`src/rob_pkg.sv`:
```
`default_nettype none

package rob_pkg;

    // payload handed over at dispatch
    typedef struct packed {
        logic [4:0]  dest;  // architectural destination register
        logic [15:0] pc;    // low half of the program counter
    } rob_disp_t;

    // one slot of the reorder buffer
    typedef struct packed {
        logic [4:0]  dest;
        logic [15:0] pc;
        logic        done;  // result written back
        logic        exc;   // writeback raised an exception
    } rob_entry_t;

    localparam int unsigned ENTRY_W = $bits(rob_entry_t);

    // writeback request, tag travels on its own port
    typedef struct packed {
        logic valid;
        logic exc;
    } rob_wb_t;

    // report of the entry retired in the previous cycle
    typedef struct packed {
        logic        valid;
        logic [4:0]  dest;
        logic [15:0] pc;
        logic        exc;
    } rob_retire_t;

    // wishbone classic, master to slave
    typedef struct packed {
        logic        cyc;
        logic        stb;
        logic        we;
        logic [3:0]  adr;  // word address
        logic [31:0] dat;
    } wb_req_t;

    // wishbone classic, slave to master
    typedef struct packed {
        logic        ack;
        logic [31:0] dat;
    } wb_rsp_t;

    typedef enum logic [3:0] {
        REG_CTRL    = 4'd0,  // bit0 retire_en, bit1 flush
        REG_STATUS  = 4'd1,  // count, empty, full
        REG_RETIRED = 4'd2,
        REG_EXC     = 4'd3
    } rob_reg_e;

    // stimulus ops of the testbench table
    typedef enum logic [2:0] {
        OP_DISP,
        OP_WB,
        OP_REG_WR,
        OP_REG_RD,
        OP_IDLE
    } tb_op_e;

endpackage

`default_nettype wire

```
`src/rob_completion.sv`:
```
`timescale 1ns/1ns
`default_nettype none

module rob_completion
    import rob_pkg::*;
#(
    parameter  int unsigned N_ENTRIES  = 8,
    parameter  int unsigned N_WB_PORTS = 2,
    localparam int unsigned PTR_W      = $clog2(N_ENTRIES)
) (
    input  rob_wb_t [N_WB_PORTS-1:0]              wb_req,
    input  logic [N_WB_PORTS-1:0][PTR_W-1:0]      wb_tag,
    input  logic [N_ENTRIES-1:0][ENTRY_W-1:0]     entry_douts,

    output logic [N_WB_PORTS-1:0]                 wr_en,
    output logic [N_WB_PORTS-1:0][PTR_W-1:0]      wr_addr,
    output logic [N_WB_PORTS-1:0][ENTRY_W-1:0]    wr_data
);

    // entry as it sits in the store, and as it goes back
    rob_entry_t [N_WB_PORTS-1:0] cur_entry;
    rob_entry_t [N_WB_PORTS-1:0] upd_entry;

    // read-modify-write per port
    // dest and pc pass through untouched, only the status bits change
    always_comb begin
        for (int i = 0; i < N_WB_PORTS; i++) begin
            cur_entry[i] = rob_entry_t'(entry_douts[wb_tag[i]]);

            upd_entry[i]      = cur_entry[i];
            upd_entry[i].done = 1'b1;
            // exceptions accumulate, a clean writeback never clears one
            upd_entry[i].exc  = cur_entry[i].exc | wb_req[i].exc;
        end
    end

    always_comb begin
        for (int i = 0; i < N_WB_PORTS; i++) begin
            wr_en[i]   = wb_req[i].valid;
            wr_addr[i] = wb_tag[i];
            wr_data[i] = upd_entry[i];
        end
    end

endmodule

`default_nettype wire

```
`src/rob_csr.sv`:
```
`timescale 1ns/1ns
`default_nettype none

module rob_csr
    import rob_pkg::*;
#(
    parameter  int unsigned N_ENTRIES = 8,
    localparam int unsigned CTR_W     = $clog2(N_ENTRIES) + 1
) (
    input  logic              clk,
    input  logic              rst_aL,

    input  wb_req_t           bus_req,
    output wb_rsp_t           bus_rsp,

    input  logic [CTR_W-1:0]  count,
    input  logic              full,
    input  logic              empty,
    input  rob_retire_t       retire,

    output logic              retire_en,
    output logic              flush
);

    logic        ack_q;
    logic [31:0] rdat_q;
    logic [31:0] rdat;
    logic [31:0] retired_cnt_q;
    logic [31:0] exc_cnt_q;
    logic        acc;      // access accepted on this edge
    logic        wr_acc;
    rob_reg_e    reg_sel;

    // ack low in between, so a held stb gets every other cycle
    assign acc     = bus_req.cyc && bus_req.stb && !ack_q;
    assign wr_acc  = acc && bus_req.we;
    assign reg_sel = rob_reg_e'(bus_req.adr);

    always_comb begin
        rdat = '0;
        case (reg_sel)
            REG_CTRL:    rdat[0] = retire_en;  // flush bit reads 0
            REG_STATUS: begin
                rdat[7:0] = 8'(count);
                rdat[8]   = empty;
                rdat[9]   = full;
            end
            REG_RETIRED: rdat = retired_cnt_q;
            REG_EXC:     rdat = exc_cnt_q;
            default:     rdat = '0;
        endcase
    end

    always_ff @(posedge clk or negedge rst_aL) begin
        if (!rst_aL) begin
            ack_q     <= 1'b0;
            retire_en <= 1'b0;
            flush     <= 1'b0;
        end else begin
            ack_q <= acc;
            flush <= wr_acc && (reg_sel == REG_CTRL) && bus_req.dat[1];  // one-cycle pulse
            if (wr_acc && (reg_sel == REG_CTRL)) begin
                retire_en <= bus_req.dat[0];
            end
        end
    end

    // read data sampled on the edge that raises ack
    always_ff @(posedge clk) begin
        if (acc && !bus_req.we) begin
            rdat_q <= rdat;
        end
    end

    always_ff @(posedge clk or negedge rst_aL) begin
        if (!rst_aL) begin
            retired_cnt_q <= '0;
            exc_cnt_q     <= '0;
        end else if (retire.valid) begin
            retired_cnt_q <= retired_cnt_q + 1'b1;
            if (retire.exc) begin
                exc_cnt_q <= exc_cnt_q + 1'b1;
            end
        end
    end

    assign bus_rsp = '{ack: ack_q, dat: rdat_q};

endmodule

`default_nettype wire

```
`src/rob_fifo_ram.sv`:
```
`timescale 1ns/1ns
`default_nettype none

module rob_fifo_ram
    import rob_pkg::*;
#(
    parameter  int unsigned N_ENTRIES  = 8,
    parameter  int unsigned N_WB_PORTS = 2,
    localparam int unsigned PTR_W      = $clog2(N_ENTRIES),
    localparam int unsigned CTR_W      = PTR_W + 1
) (
    input  logic                                  clk,
    input  logic                                  rst_aL,
    input  logic                                  flush,

    input  logic                                  enq_valid,
    input  rob_entry_t                            enq_data,
    output logic                                  enq_ready,
    output logic [PTR_W-1:0]                      enq_addr,   // tail tag

    input  logic                                  deq_ready,
    output logic                                  deq_valid,
    output rob_entry_t                            deq_data,
    output logic [PTR_W-1:0]                      deq_addr,   // head tag

    input  logic [N_WB_PORTS-1:0]                 wr_en,
    input  logic [N_WB_PORTS-1:0][PTR_W-1:0]      wr_addr,
    input  logic [N_WB_PORTS-1:0][ENTRY_W-1:0]    wr_data,
    output logic [N_ENTRIES-1:0][ENTRY_W-1:0]     entry_douts,

    output logic [CTR_W-1:0]                      count,
    output logic                                  full,
    output logic                                  empty
);

    // counters carry one extra wrap bit above the pointer
    logic [CTR_W-1:0]                  enq_ctr_q;
    logic [CTR_W-1:0]                  deq_ctr_q;
    logic [N_ENTRIES-1:0][ENTRY_W-1:0] mem_q;

    logic [CTR_W-1:0]                  enq_ctr_d;
    logic [CTR_W-1:0]                  deq_ctr_d;
    logic [N_ENTRIES-1:0][ENTRY_W-1:0] mem_d;

    logic [PTR_W-1:0]                  enq_ptr;
    logic [PTR_W-1:0]                  deq_ptr;
    logic                              do_enq;
    logic                              do_deq;

    assign enq_ptr = enq_ctr_q[PTR_W-1:0];
    assign deq_ptr = deq_ctr_q[PTR_W-1:0];

    assign empty = (enq_ctr_q == deq_ctr_q);
    // same slot, opposite lap
    assign full  = (enq_ctr_q[PTR_W] != deq_ctr_q[PTR_W]) && (enq_ptr == deq_ptr);
    assign count = enq_ctr_q - deq_ctr_q;

    assign enq_ready   = !full;
    assign enq_addr    = enq_ptr;
    assign deq_valid   = !empty;
    assign deq_addr    = deq_ptr;
    assign deq_data    = rob_entry_t'(mem_q[deq_ptr]);
    assign entry_douts = mem_q;

    assign do_enq = enq_valid && enq_ready;
    assign do_deq = deq_valid && deq_ready;

    assign enq_ctr_d = do_enq ? enq_ctr_q + 1'b1 : enq_ctr_q;
    assign deq_ctr_d = do_deq ? deq_ctr_q + 1'b1 : deq_ctr_q;

    always_comb begin
        mem_d = mem_q;
        if (do_enq) begin
            mem_d[enq_ptr] = enq_data;
        end
        // ports target distinct live entries, never the free tail slot
        for (int i = 0; i < N_WB_PORTS; i++) begin
            if (wr_en[i]) begin
                mem_d[wr_addr[i]] = wr_data[i];
            end
        end
    end

    always_ff @(posedge clk or negedge rst_aL) begin
        if (!rst_aL) begin
            enq_ctr_q <= '0;
            deq_ctr_q <= '0;
            mem_q     <= '0;
        end else if (flush) begin  // wins over enqueue and writeback
            enq_ctr_q <= '0;
            deq_ctr_q <= '0;
            mem_q     <= '0;
        end else begin
            enq_ctr_q <= enq_ctr_d;
            deq_ctr_q <= deq_ctr_d;
            mem_q     <= mem_d;
        end
    end

endmodule

`default_nettype wire

```
`src/rob_retire.sv`:
```
`timescale 1ns/1ns
`default_nettype none

module rob_retire
    import rob_pkg::*;
(
    input  logic        clk,
    input  logic        rst_aL,
    input  logic        flush,
    input  logic        retire_en,

    input  logic        deq_valid,
    input  rob_entry_t  deq_data,
    output logic        deq_ready,

    output rob_retire_t retire
);

    logic        pop;
    logic        valid_q;
    logic [4:0]  dest_q;
    logic [15:0] pc_q;
    logic        exc_q;

    // head leaves only once complete, strictly in order
    assign deq_ready = retire_en && deq_data.done;

    // a flush clears the store on the same edge, so nothing is popped
    assign pop = deq_valid && deq_ready && !flush;

    always_ff @(posedge clk or negedge rst_aL) begin
        if (!rst_aL) begin
            valid_q <= 1'b0;
        end else begin
            valid_q <= pop;  // one cycle per popped entry
        end
    end

    always_ff @(posedge clk) begin
        if (pop) begin
            dest_q <= deq_data.dest;
            pc_q   <= deq_data.pc;
            exc_q  <= deq_data.exc;
        end
    end

    assign retire = '{valid: valid_q, dest: dest_q, pc: pc_q, exc: exc_q};

endmodule

`default_nettype wire

```
`src/rob_top.sv`:
```
`timescale 1ns/1ns
`default_nettype none

module rob_top
    import rob_pkg::*;
#(
    parameter  int unsigned N_ENTRIES  = 8,
    parameter  int unsigned N_WB_PORTS = 2,
    localparam int unsigned PTR_W      = $clog2(N_ENTRIES),
    localparam int unsigned CTR_W      = PTR_W + 1
) (
    input  logic                              clk,
    input  logic                              rst_aL,

    input  logic                              disp_valid,
    input  rob_disp_t                         disp,
    output logic                              disp_ready,
    output logic [PTR_W-1:0]                  disp_tag,

    input  rob_wb_t [N_WB_PORTS-1:0]          wb_req,
    input  logic [N_WB_PORTS-1:0][PTR_W-1:0]  wb_tag,

    output rob_retire_t                       retire,

    input  wb_req_t                           bus_req,
    output wb_rsp_t                           bus_rsp
);

    rob_entry_t                         enq_data;
    rob_entry_t                         deq_data;
    logic                               deq_valid;
    logic                               deq_ready;
    logic [N_WB_PORTS-1:0]              wr_en;
    logic [N_WB_PORTS-1:0][PTR_W-1:0]   wr_addr;
    logic [N_WB_PORTS-1:0][ENTRY_W-1:0] wr_data;
    logic [N_ENTRIES-1:0][ENTRY_W-1:0]  entry_douts;
    logic [CTR_W-1:0]                   count;
    logic                               full;
    logic                               empty;
    logic                               retire_en;
    logic                               flush;

    // new entries start incomplete
    assign enq_data = '{dest: disp.dest, pc: disp.pc, done: 1'b0, exc: 1'b0};

    rob_fifo_ram #(
        .N_ENTRIES  (N_ENTRIES),
        .N_WB_PORTS (N_WB_PORTS)
    ) u_fifo (
        .clk         (clk),
        .rst_aL      (rst_aL),
        .flush       (flush),
        .enq_valid   (disp_valid),
        .enq_data    (enq_data),
        .enq_ready   (disp_ready),
        .enq_addr    (disp_tag),
        .deq_ready   (deq_ready),
        .deq_valid   (deq_valid),
        .deq_data    (deq_data),
        .deq_addr    (),           // head tag has no consumer here
        .wr_en       (wr_en),
        .wr_addr     (wr_addr),
        .wr_data     (wr_data),
        .entry_douts (entry_douts),
        .count       (count),
        .full        (full),
        .empty       (empty)
    );

    rob_completion #(
        .N_ENTRIES  (N_ENTRIES),
        .N_WB_PORTS (N_WB_PORTS)
    ) u_completion (
        .wb_req      (wb_req),
        .wb_tag      (wb_tag),
        .entry_douts (entry_douts),
        .wr_en       (wr_en),
        .wr_addr     (wr_addr),
        .wr_data     (wr_data)
    );

    rob_retire u_retire (
        .clk       (clk),
        .rst_aL    (rst_aL),
        .flush     (flush),
        .retire_en (retire_en),
        .deq_valid (deq_valid),
        .deq_data  (deq_data),
        .deq_ready (deq_ready),
        .retire    (retire)
    );

    rob_csr #(
        .N_ENTRIES (N_ENTRIES)
    ) u_csr (
        .clk       (clk),
        .rst_aL    (rst_aL),
        .bus_req   (bus_req),
        .bus_rsp   (bus_rsp),
        .count     (count),
        .full      (full),
        .empty     (empty),
        .retire    (retire),
        .retire_en (retire_en),
        .flush     (flush)
    );

endmodule

`default_nettype wire

```
`config.mk`:
```
export PLATFORM = sky130hd
export DESIGN_NAME = rob_top
export DESIGN_NICKNAME = d
export VERILOG_FILES = /design/src/rob_pkg.sv /design/src/rob_completion.sv /design/src/rob_csr.sv /design/src/rob_fifo_ram.sv /design/src/rob_retire.sv /design/src/rob_top.sv
export SDC_FILE = /design/constraint.sdc
export NUM_CORES = 1
export LEC_CHECK = 0
export BUFFER_PORTS_ARGS = -buffer_cell sky130_fd_sc_hd__buf_2
export CAP_MARGIN = 20
export CELL_PAD_IN_SITES_DETAIL_PLACEMENT = 2
export CELL_PAD_IN_SITES_GLOBAL_PLACEMENT = 2
export CORE_ASPECT_RATIO = 0.6
export CORE_MARGIN = 3
export CORE_UTILIZATION = 37
export CTS_CLUSTER_SIZE = 28
export DETAILED_ROUTE_END_ITERATION = 16
export PLACE_DENSITY_LB_ADDON = 0.05
export RECOVER_POWER = 50
export SLEW_MARGIN = 20
export SYNTH_ARGS = -nofsm -noshare
export SYNTH_HDL_FRONTEND = slang
export SYNTH_SLANG_ARGS = --single-unit
```
`constraint.sdc`:
```
create_clock -name clk -period 3.6 [get_ports clk]
set_input_delay 0.18 -clock clk [delete_from_list [all_inputs] [get_ports clk]]
set_output_delay 0.18 -clock clk [all_outputs]
set_load 0.01 [all_outputs]
```
=== Word-level counts from Yosys, hierarchy flattened ===
Cells that the tools add are included.

* Flip-flop bits (word level): 314
* Latch bits: 0
* Memory bits (writable): 0
* Bits in read-only memories: 0
* Bits of input ports: 73
* Output and inout port bits: 60
* Word-level logic and storage cells: 89
* Memories kept: 0

* Add/subtract/negate cells: 5
* $mul: 0
* Div/mod/pow operators: 0
* Order comparisons: 7
* Equal/unequal tests: 6
* Shifts and indexed selects: 0
* Muxes and demuxes: 26
* Bitwise operators: 2
* Reductions and logical operators: 23

{| class="wikitable"
|+ Operators with widths
! operator !! count
|-
| two-way mux 184 bit || 4
|-
| bitwise mux 184 bit || 3
|-
| binary-select mux 23 bit (select 3 bit) || 3
|-
| demux 23 bit (select 3 bit) || 3
|-
| two-way mux 23 bit || 6
|-
| adder 32 x 1 -> 32 bit (second input constant) || 2
|-
| one-hot mux 22 bit (2 select lines) || 1
|-
| one-hot mux 9 bit (3 select lines) || 1
|-
| less-than comparator 3 x 4 -> 1 bit (second input constant) || 4
|-
| two-way mux 4 bit || 4
|-
| logical AND 1 bit || 14
|-
| >= comparator 3 x 1 -> 1 bit (second input constant) || 3
|-
| adder 4 x 1 -> 4 bit (second input constant) || 2
|-
| equality test 4 x 2 -> 1 bit (second input constant) || 2
|-
| logical NOT 1 bit || 5
|-
| equality test 4 x 1 -> 1 bit (second input constant) || 1
|-
| equality test 4 bit || 1
|-
| logical NOT 4 bit || 1
|-
| one-hot mux 1 bit (4 select lines) || 1
|-
| nonzero test 2 bit || 2
|-
| subtractor 4 bit || 1
|-
| equality test 3 bit || 1
|-
| bitwise OR 1 bit || 2
|-
| AND reduction 2 bit || 1
|-
| inequality test 1 bit || 1
|}

=== Longest topological paths before layout ===
* Word-level depth: 11
* Gate-level depth with buffers: 11
* Mapped depth without buffers: 8

=== Cells and area by module ===
Synthesis repeated with hierarchy kept, for this count alone.

* Cell total of the unflattened synthesis: 1,897
* Area, all modules: 20,530.9 µm²

{| class="wikitable"
|+ Modules (own cells, without submodules)
! module !! instances !! cells an instance !! area an instance (µm²) !! sequential area each (µm²)
|-
| rob_fifo_ram || 1 || 1,355 || 12,385.6 || 4,804.6
|-
| rob_csr || 1 || 339 || 4,355.4 || 2,637.5
|-
| rob_completion || 1 || 175 || 3,069.2 || 0.0
|-
| rob_retire || 1 || 27 || 716.9 || 685.7
|-
| rob_top || 1 || 1 || 3.8 || 0.0
|}

=== Worst setup path before layout ===
Ideal clock, no wire load.

* Path type: register to register
* From: reg u_fifo.deq_ctr_q[1]
* To: reg u_retire.dest_q[0] (enable)
* Library setup time: 0.431 ns
* Arrival time: 3.530 ns
* Data required time: 3.169 ns
* Setup slack: -0.361 ns
* Stages on the path, launching flop included: 8
* Buffers on the path: 2
* Period minus slack after synthesis: 3.961 ns
* Cell sequence: dfrtp_1 -> buf_1 -> clkbuf_1 -> inv_1 -> ha_1 -> nand3_2 -> o21ai_1 -> nor3_1

* Word-level cells in the longest chain between the ends: 5
* Elaborated cells between the ends (all ways): 7
* Classes of those cells: eq/ne (1); mux (2); reduce/logical (4)

{| class="wikitable"
|+ Ends and longest elaborated chain
! what !! RTL line !! source
|-
| start: declaration || rob_fifo_ram.sv:38 || <nowiki>logic [CTR_W-1:0] deq_ctr_q;</nowiki>
|-
| start signal: assignment || rob_fifo_ram.sv:95 || <nowiki>deq_ctr_q <= deq_ctr_d;</nowiki>
|-
| binary-select mux 23 bit (select 3 bit) || rob_fifo_ram.sv:62 || <nowiki>assign deq_data = rob_entry_t'(mem_q[deq_ptr]);</nowiki>
|-
| two-way mux 23 bit (not written as such) || rob_fifo_ram.sv:62 ||
|-
| logical AND 1 bit || rob_retire.sv:26 || <nowiki>assign deq_ready = retire_en && deq_data.done;</nowiki>
|-
| logical AND 1 bit * (2 in series) || rob_retire.sv:29 || <nowiki>assign pop = deq_valid && deq_ready && !flush;</nowiki>
|-
| via u_retire.pop || rob_retire.sv:19 || <nowiki>logic pop;</nowiki>
|-
| end signal: assignment || rob_retire.sv:41 || <nowiki>dest_q <= deq_data.dest;</nowiki>
|-
| end: declaration || rob_retire.sv:21 || <nowiki>logic [4:0] dest_q;</nowiki>
|}

The timed path passes the listed nets; every way through them passes the cells marked *. The select of a mux whose other input is x is not followed.
A chain may end at the register's enable or synchronous reset.

=== Worst setup path in the final report ===
* From: reg u_fifo.enq_ctr_q[2]
* To: reg u_fifo.mem_q, in the netlist u_fifo.entry_douts[107]

* Word-level cells in the longest chain between the ends: 11
* Elaborated cells between the ends (all ways): 16
* Classes of those cells: order compare (2); eq/ne (1); mux (9); reduce/logical (4)

{| class="wikitable"
|+ Ends and longest elaborated chain
! what !! RTL line !! source
|-
| start: declaration || rob_fifo_ram.sv:37 || <nowiki>logic [CTR_W-1:0] enq_ctr_q;</nowiki>
|-
| start signal: assignment || rob_fifo_ram.sv:94 || <nowiki>enq_ctr_q <= enq_ctr_d;</nowiki>
|-
| less-than comparator 3 x 4 -> 1 bit (not written as such) / >= comparator 3 x 1 -> 1 bit (equally long branches) || rob_fifo_ram.sv:74 || <nowiki>mem_d[enq_ptr] = enq_data;</nowiki>
|-
| logical AND 1 bit (not written as such) || rob_fifo_ram.sv:74 ||
|-
| two-way mux 23 bit (not written as such) || rob_fifo_ram.sv:74 ||
|-
| demux 23 bit (select 3 bit) || - ||
|-
| bitwise mux 184 bit || rob_fifo_ram.sv:74 ||
|-
| two-way mux 184 bit * || rob_fifo_ram.sv:73 || <nowiki>if (do_enq) begin</nowiki>
|-
| bitwise mux 184 bit || rob_fifo_ram.sv:79 || <nowiki>mem_d[wr_addr[i]] = wr_data[i];</nowiki>
|-
| two-way mux 184 bit * || rob_fifo_ram.sv:78 || <nowiki>if (wr_en[i]) begin</nowiki>
|-
| bitwise mux 184 bit || rob_fifo_ram.sv:79 ||
|-
| two-way mux 184 bit * || rob_fifo_ram.sv:78 ||
|-
| two-way mux 184 bit * || rob_fifo_ram.sv:89 || <nowiki>end else if (flush) begin</nowiki>
|-
| end signal: assignment || rob_fifo_ram.sv:96 || <nowiki>mem_q <= mem_d;</nowiki>
|-
| end: declaration || rob_fifo_ram.sv:39 || <nowiki>logic [N_ENTRIES-1:0][ENTRY_W-1:0] mem_q;</nowiki>
|}

Mark *: on every way between the ends. The rest lies on a longest branch, timed or not.

==> metrics.cfg <==
[outcome]
status = finished with violations
violations = max-capacitance violations, max-slew violations

[synthesis]
synth_top_area_share_pct = 32.0
syn_avg_cell_area_sq_um = 10.3
yosysSeqAreaShare_pct = 40.0
ys_types = 98
synth.largest_area_cell = dfrtp_1
ys_top_cells_by_count = dfrtp_1, nand2_1, nor2_1, a21oi_1, mux2i_1
yosysWarnings = 0
synth_edf_count = 54
syn-num-nets = 2065
ys_ff_latch = 314
synthFlopType = dfrtp_1
yosysMostFrequentCell = dfrtp_1
ys_async_sr_fraction_pct = 82.8
syn_area_sq_um = 20300
synthTopCellsByArea = dfrtp_1, mux4_2, edfxtp_1
postSynthCellCount = 1984

[routing]
routed-via-count = 19000
via_per_inst = 6.77
routed_wl_mm = 97.5
drtIter0Drc = 2166
postRouteAntennaNets = 0
drc = 0
wl_per_cell_um = 34.7
drtPass1Iterations = 5

[power_and_ir_drop]
p_clk_share_pct = 21.4
vdd.ir_drop.worst_mv = 0.335
p_per_area_nw_per_um2 = 780
total_leakage_power_nw = 9.45
p_seq_share_pct = 35.0
p_int_mw = 10.6
pwr-share-comb_pct = 43.6
p_sw_mw = 7.45
swShare_pct = 41.4

[clock_network]
cts_tree = built
cts-resized-gates = 0
hold_buffers = 6
clk_pin_slew_ns = 0.06
clock_latency_ns = 0.55
htreeDepth = 2
cts_setup_buffers = 0
clock_sinks = 314
cts_buffers = 37
root_buffer = clkbuf_16
cts_buffer_depth = 3

[floorplan]
die_h_um = 188
floorplan.die_area_sq_um = 57900
initial_utilization_pct = 38.1
core_area_sq_um = 53400
die_w_um = 309
pin_count = 133
rows = 65

[critical_path]
r2r_cells = 6
cp-start-kind = flip-flop
worstPathMaxFanout = 13
crit_end = u_fifo.entry_douts[107]
worst-setup-path-type = reg2reg
r2r_setup_slack_ns = 0.60
end_kind = flip-flop
cpPeakStageDelay_ns = 0.74
critPathSlowestCell = o21ai_4
crit_family = compound AO/OA/AOI/OAI gates
r2r-end = u_fifo.entry_douts[107]
startpoint = u_fifo.enq_ctr_q[2]
worst-path-buf-inv = 1
critPathRequiredTime_ns = 4.01
crit_chain = ha_1 > nand3_2 > o21ai_4 > buf_12 > a221oi_1 > a2111oi_1
critPathArrivalTime_ns = 3.41
critical_path_depth = 6
r2r_start = u_fifo.enq_ctr_q[2]

[place]
dp_hpwl_mm = 65.3
port_buffers = 102
place_inst = 2736
place_congestion = 0.906
place_area_sq_um = 21900

[sta]
setup_viol = 0
finalHoldViolations = 0
skew_ns = 0.0247
setup-tns-final_ns = 0
max_slew.worst_pin.slew_ns = 2.40
rsz0062_at_grt = no
fin_crit_sh_pct = 83.3
clock.fmax_ghz = 0.333
drv_slew = 234
slew_headroom_pct = -59.7
fin_crit_ns = 3.00
hold_ws_ns = 0.0195

[run]
maxCapViolations = 5

[finish]
fillers = 5642
final_area_sq_um = 23100
utilization_pct = 43.2
layout.cells.non_filler = 2809
ff_latch_area_sq_um = 8140
multiInputGateArea_sq_um = 11400
num-nets-final = 2159
area_growth_pct = 13.4
diodes = 0
layout-drive-gt1-share_pct = 20.5

[grt]
grt_pass1_vias = 20000
grt_pass1_wl_mm = 143
grt_max_degree = 95
antenna_found_initial = 2
grt_overflow_total = 0
globalRouteTotalUtil_pct = 33.4

[hold_path]
hold_path.class = in2reg

area by class of cell:
| type | instances | share of cell area [%] |
|---|---|---|
| well taps | 703 | 3.81 |
| clock buffers | 53 | 4.54 |
| repair buffers | 217 | 6.10 |
| multi-input cells | 1485 | 49.3 |
| inverters | 23 | 0.385 |
| flip-flops and latches | 314 | 35.3 |
| clock inverters | 14 | 0.569 |
per-layer routing:
layer / wire length [um] / global-route usage, % / vias up
li1: - / - / 7727
met2: 39900 / 47.0 / 989
met4: 2750 / 8.53 / 0
met1: 45100 / 50.3 / 10100
met3: 9780 / 8.95 / 198
met5: 0 / 0 / -
power groups by stage:
stage | Sequential [mW] | Combinational [mW] | Clock (mW)
detailed placement | 6.27 | 7.70 | 0
CTS | 6.23 | 7.76 | 3.91
floorplan | 5.73 | 5.45 | 0
global placement | 6.13 | 7.44 | 0
finish | 6.30 | 7.85 | 3.86
global route | 6.45 | 8.45 | 4.08
cells by family (layout without fill, tap and decap cells):
group                    after synthesis  after routing  share of synthesized area, %
flip-flops                           314            314                          40.0
buffers and inverters                185            307                          4.37
adder cells (fa/ha/maj)                8              8                         0.529
XOR/XNOR                              70             70                          3.20
AND/OR/NAND/NOR                      646            646                          15.7
AO/OA/AOI/OAI                        508            508                          17.7
multiplexers                         253            253                          18.6
tightest hold or removal path: cells and delay by family:
family                 cells  cell delay (ns)
buffers and inverters      1             0.15
AO/OA/AOI/OAI              1             0.07
multiplexers               1             0.13
cell usage in the layout (no fill, tap or decap), types with 14 or more instances in the layout:
cell type  count
a2111oi_1     14
a21o_1        24
a21oi_1      111
a221oi_1      29
a22o_1        27
a22oi_1       23
a31oi_1       27
and2_1        14
buf_2         44
buf_4         99
clkbuf_1      69
clkbuf_16     38
dfrtp_1      257
edfxtp_1      54
inv_1         21
mux2_2        51
mux2i_1       98
mux4_2        92
nand2_1      235
nand2b_1      28
nand3_1       42
nand4_1       34
nor2_1       167
nor3_1        27
o21ai_0       66
o21ai_1       16
o22ai_1       49
o32ai_1       18
xnor2_1       50
xor2_1        18
sequential cells by signal, summed over array words and instances (netlist names):
name                 cells
u_fifo.entry_douts     184
u_csr.exc_cnt_q         32
u_csr.rdat_q            32
u_csr.retired_cnt_q     32
u_retire.pc_q           16
u_retire.dest_q          5
u_fifo.deq_ctr_q         4
u_fifo.enq_ctr_q         4
u_csr.ack_q              1
u_csr.flush              1
u_csr.retire_en          1
u_retire.exc_q           1
u_retire.valid_q         1
metrics by stage:
step           total power [mW]  worst slack (ns)
2_1_floorplan              11.2             0.330
3_3_place_gp               13.6             0.747
3_5_place_dp               14.0             0.673
4_1_cts                    17.9             0.663
5_1_grt                    19.0             0.309
6_report                   18.0             0.601
worst min-delay path by stage:
stage                     cells past startpoint  startpoint                    end  slack (ns)
final                                         3     disp[5]  u_fifo.entry_douts[7]        0.02
after global placement                        1      rst_aL  u_fifo.entry_douts[2]        0.12
after global routing                          3     disp[5]  u_fifo.entry_douts[7]        0.02
after CTS                                     3     disp[5]  u_fifo.entry_douts[7]       0.003
after floorplan                               0      rst_aL            u_csr.ack_q       -0.12
after detailed placement                      1      rst_aL  u_fifo.entry_douts[2]        0.13
(Power assumes the default switching activity.)
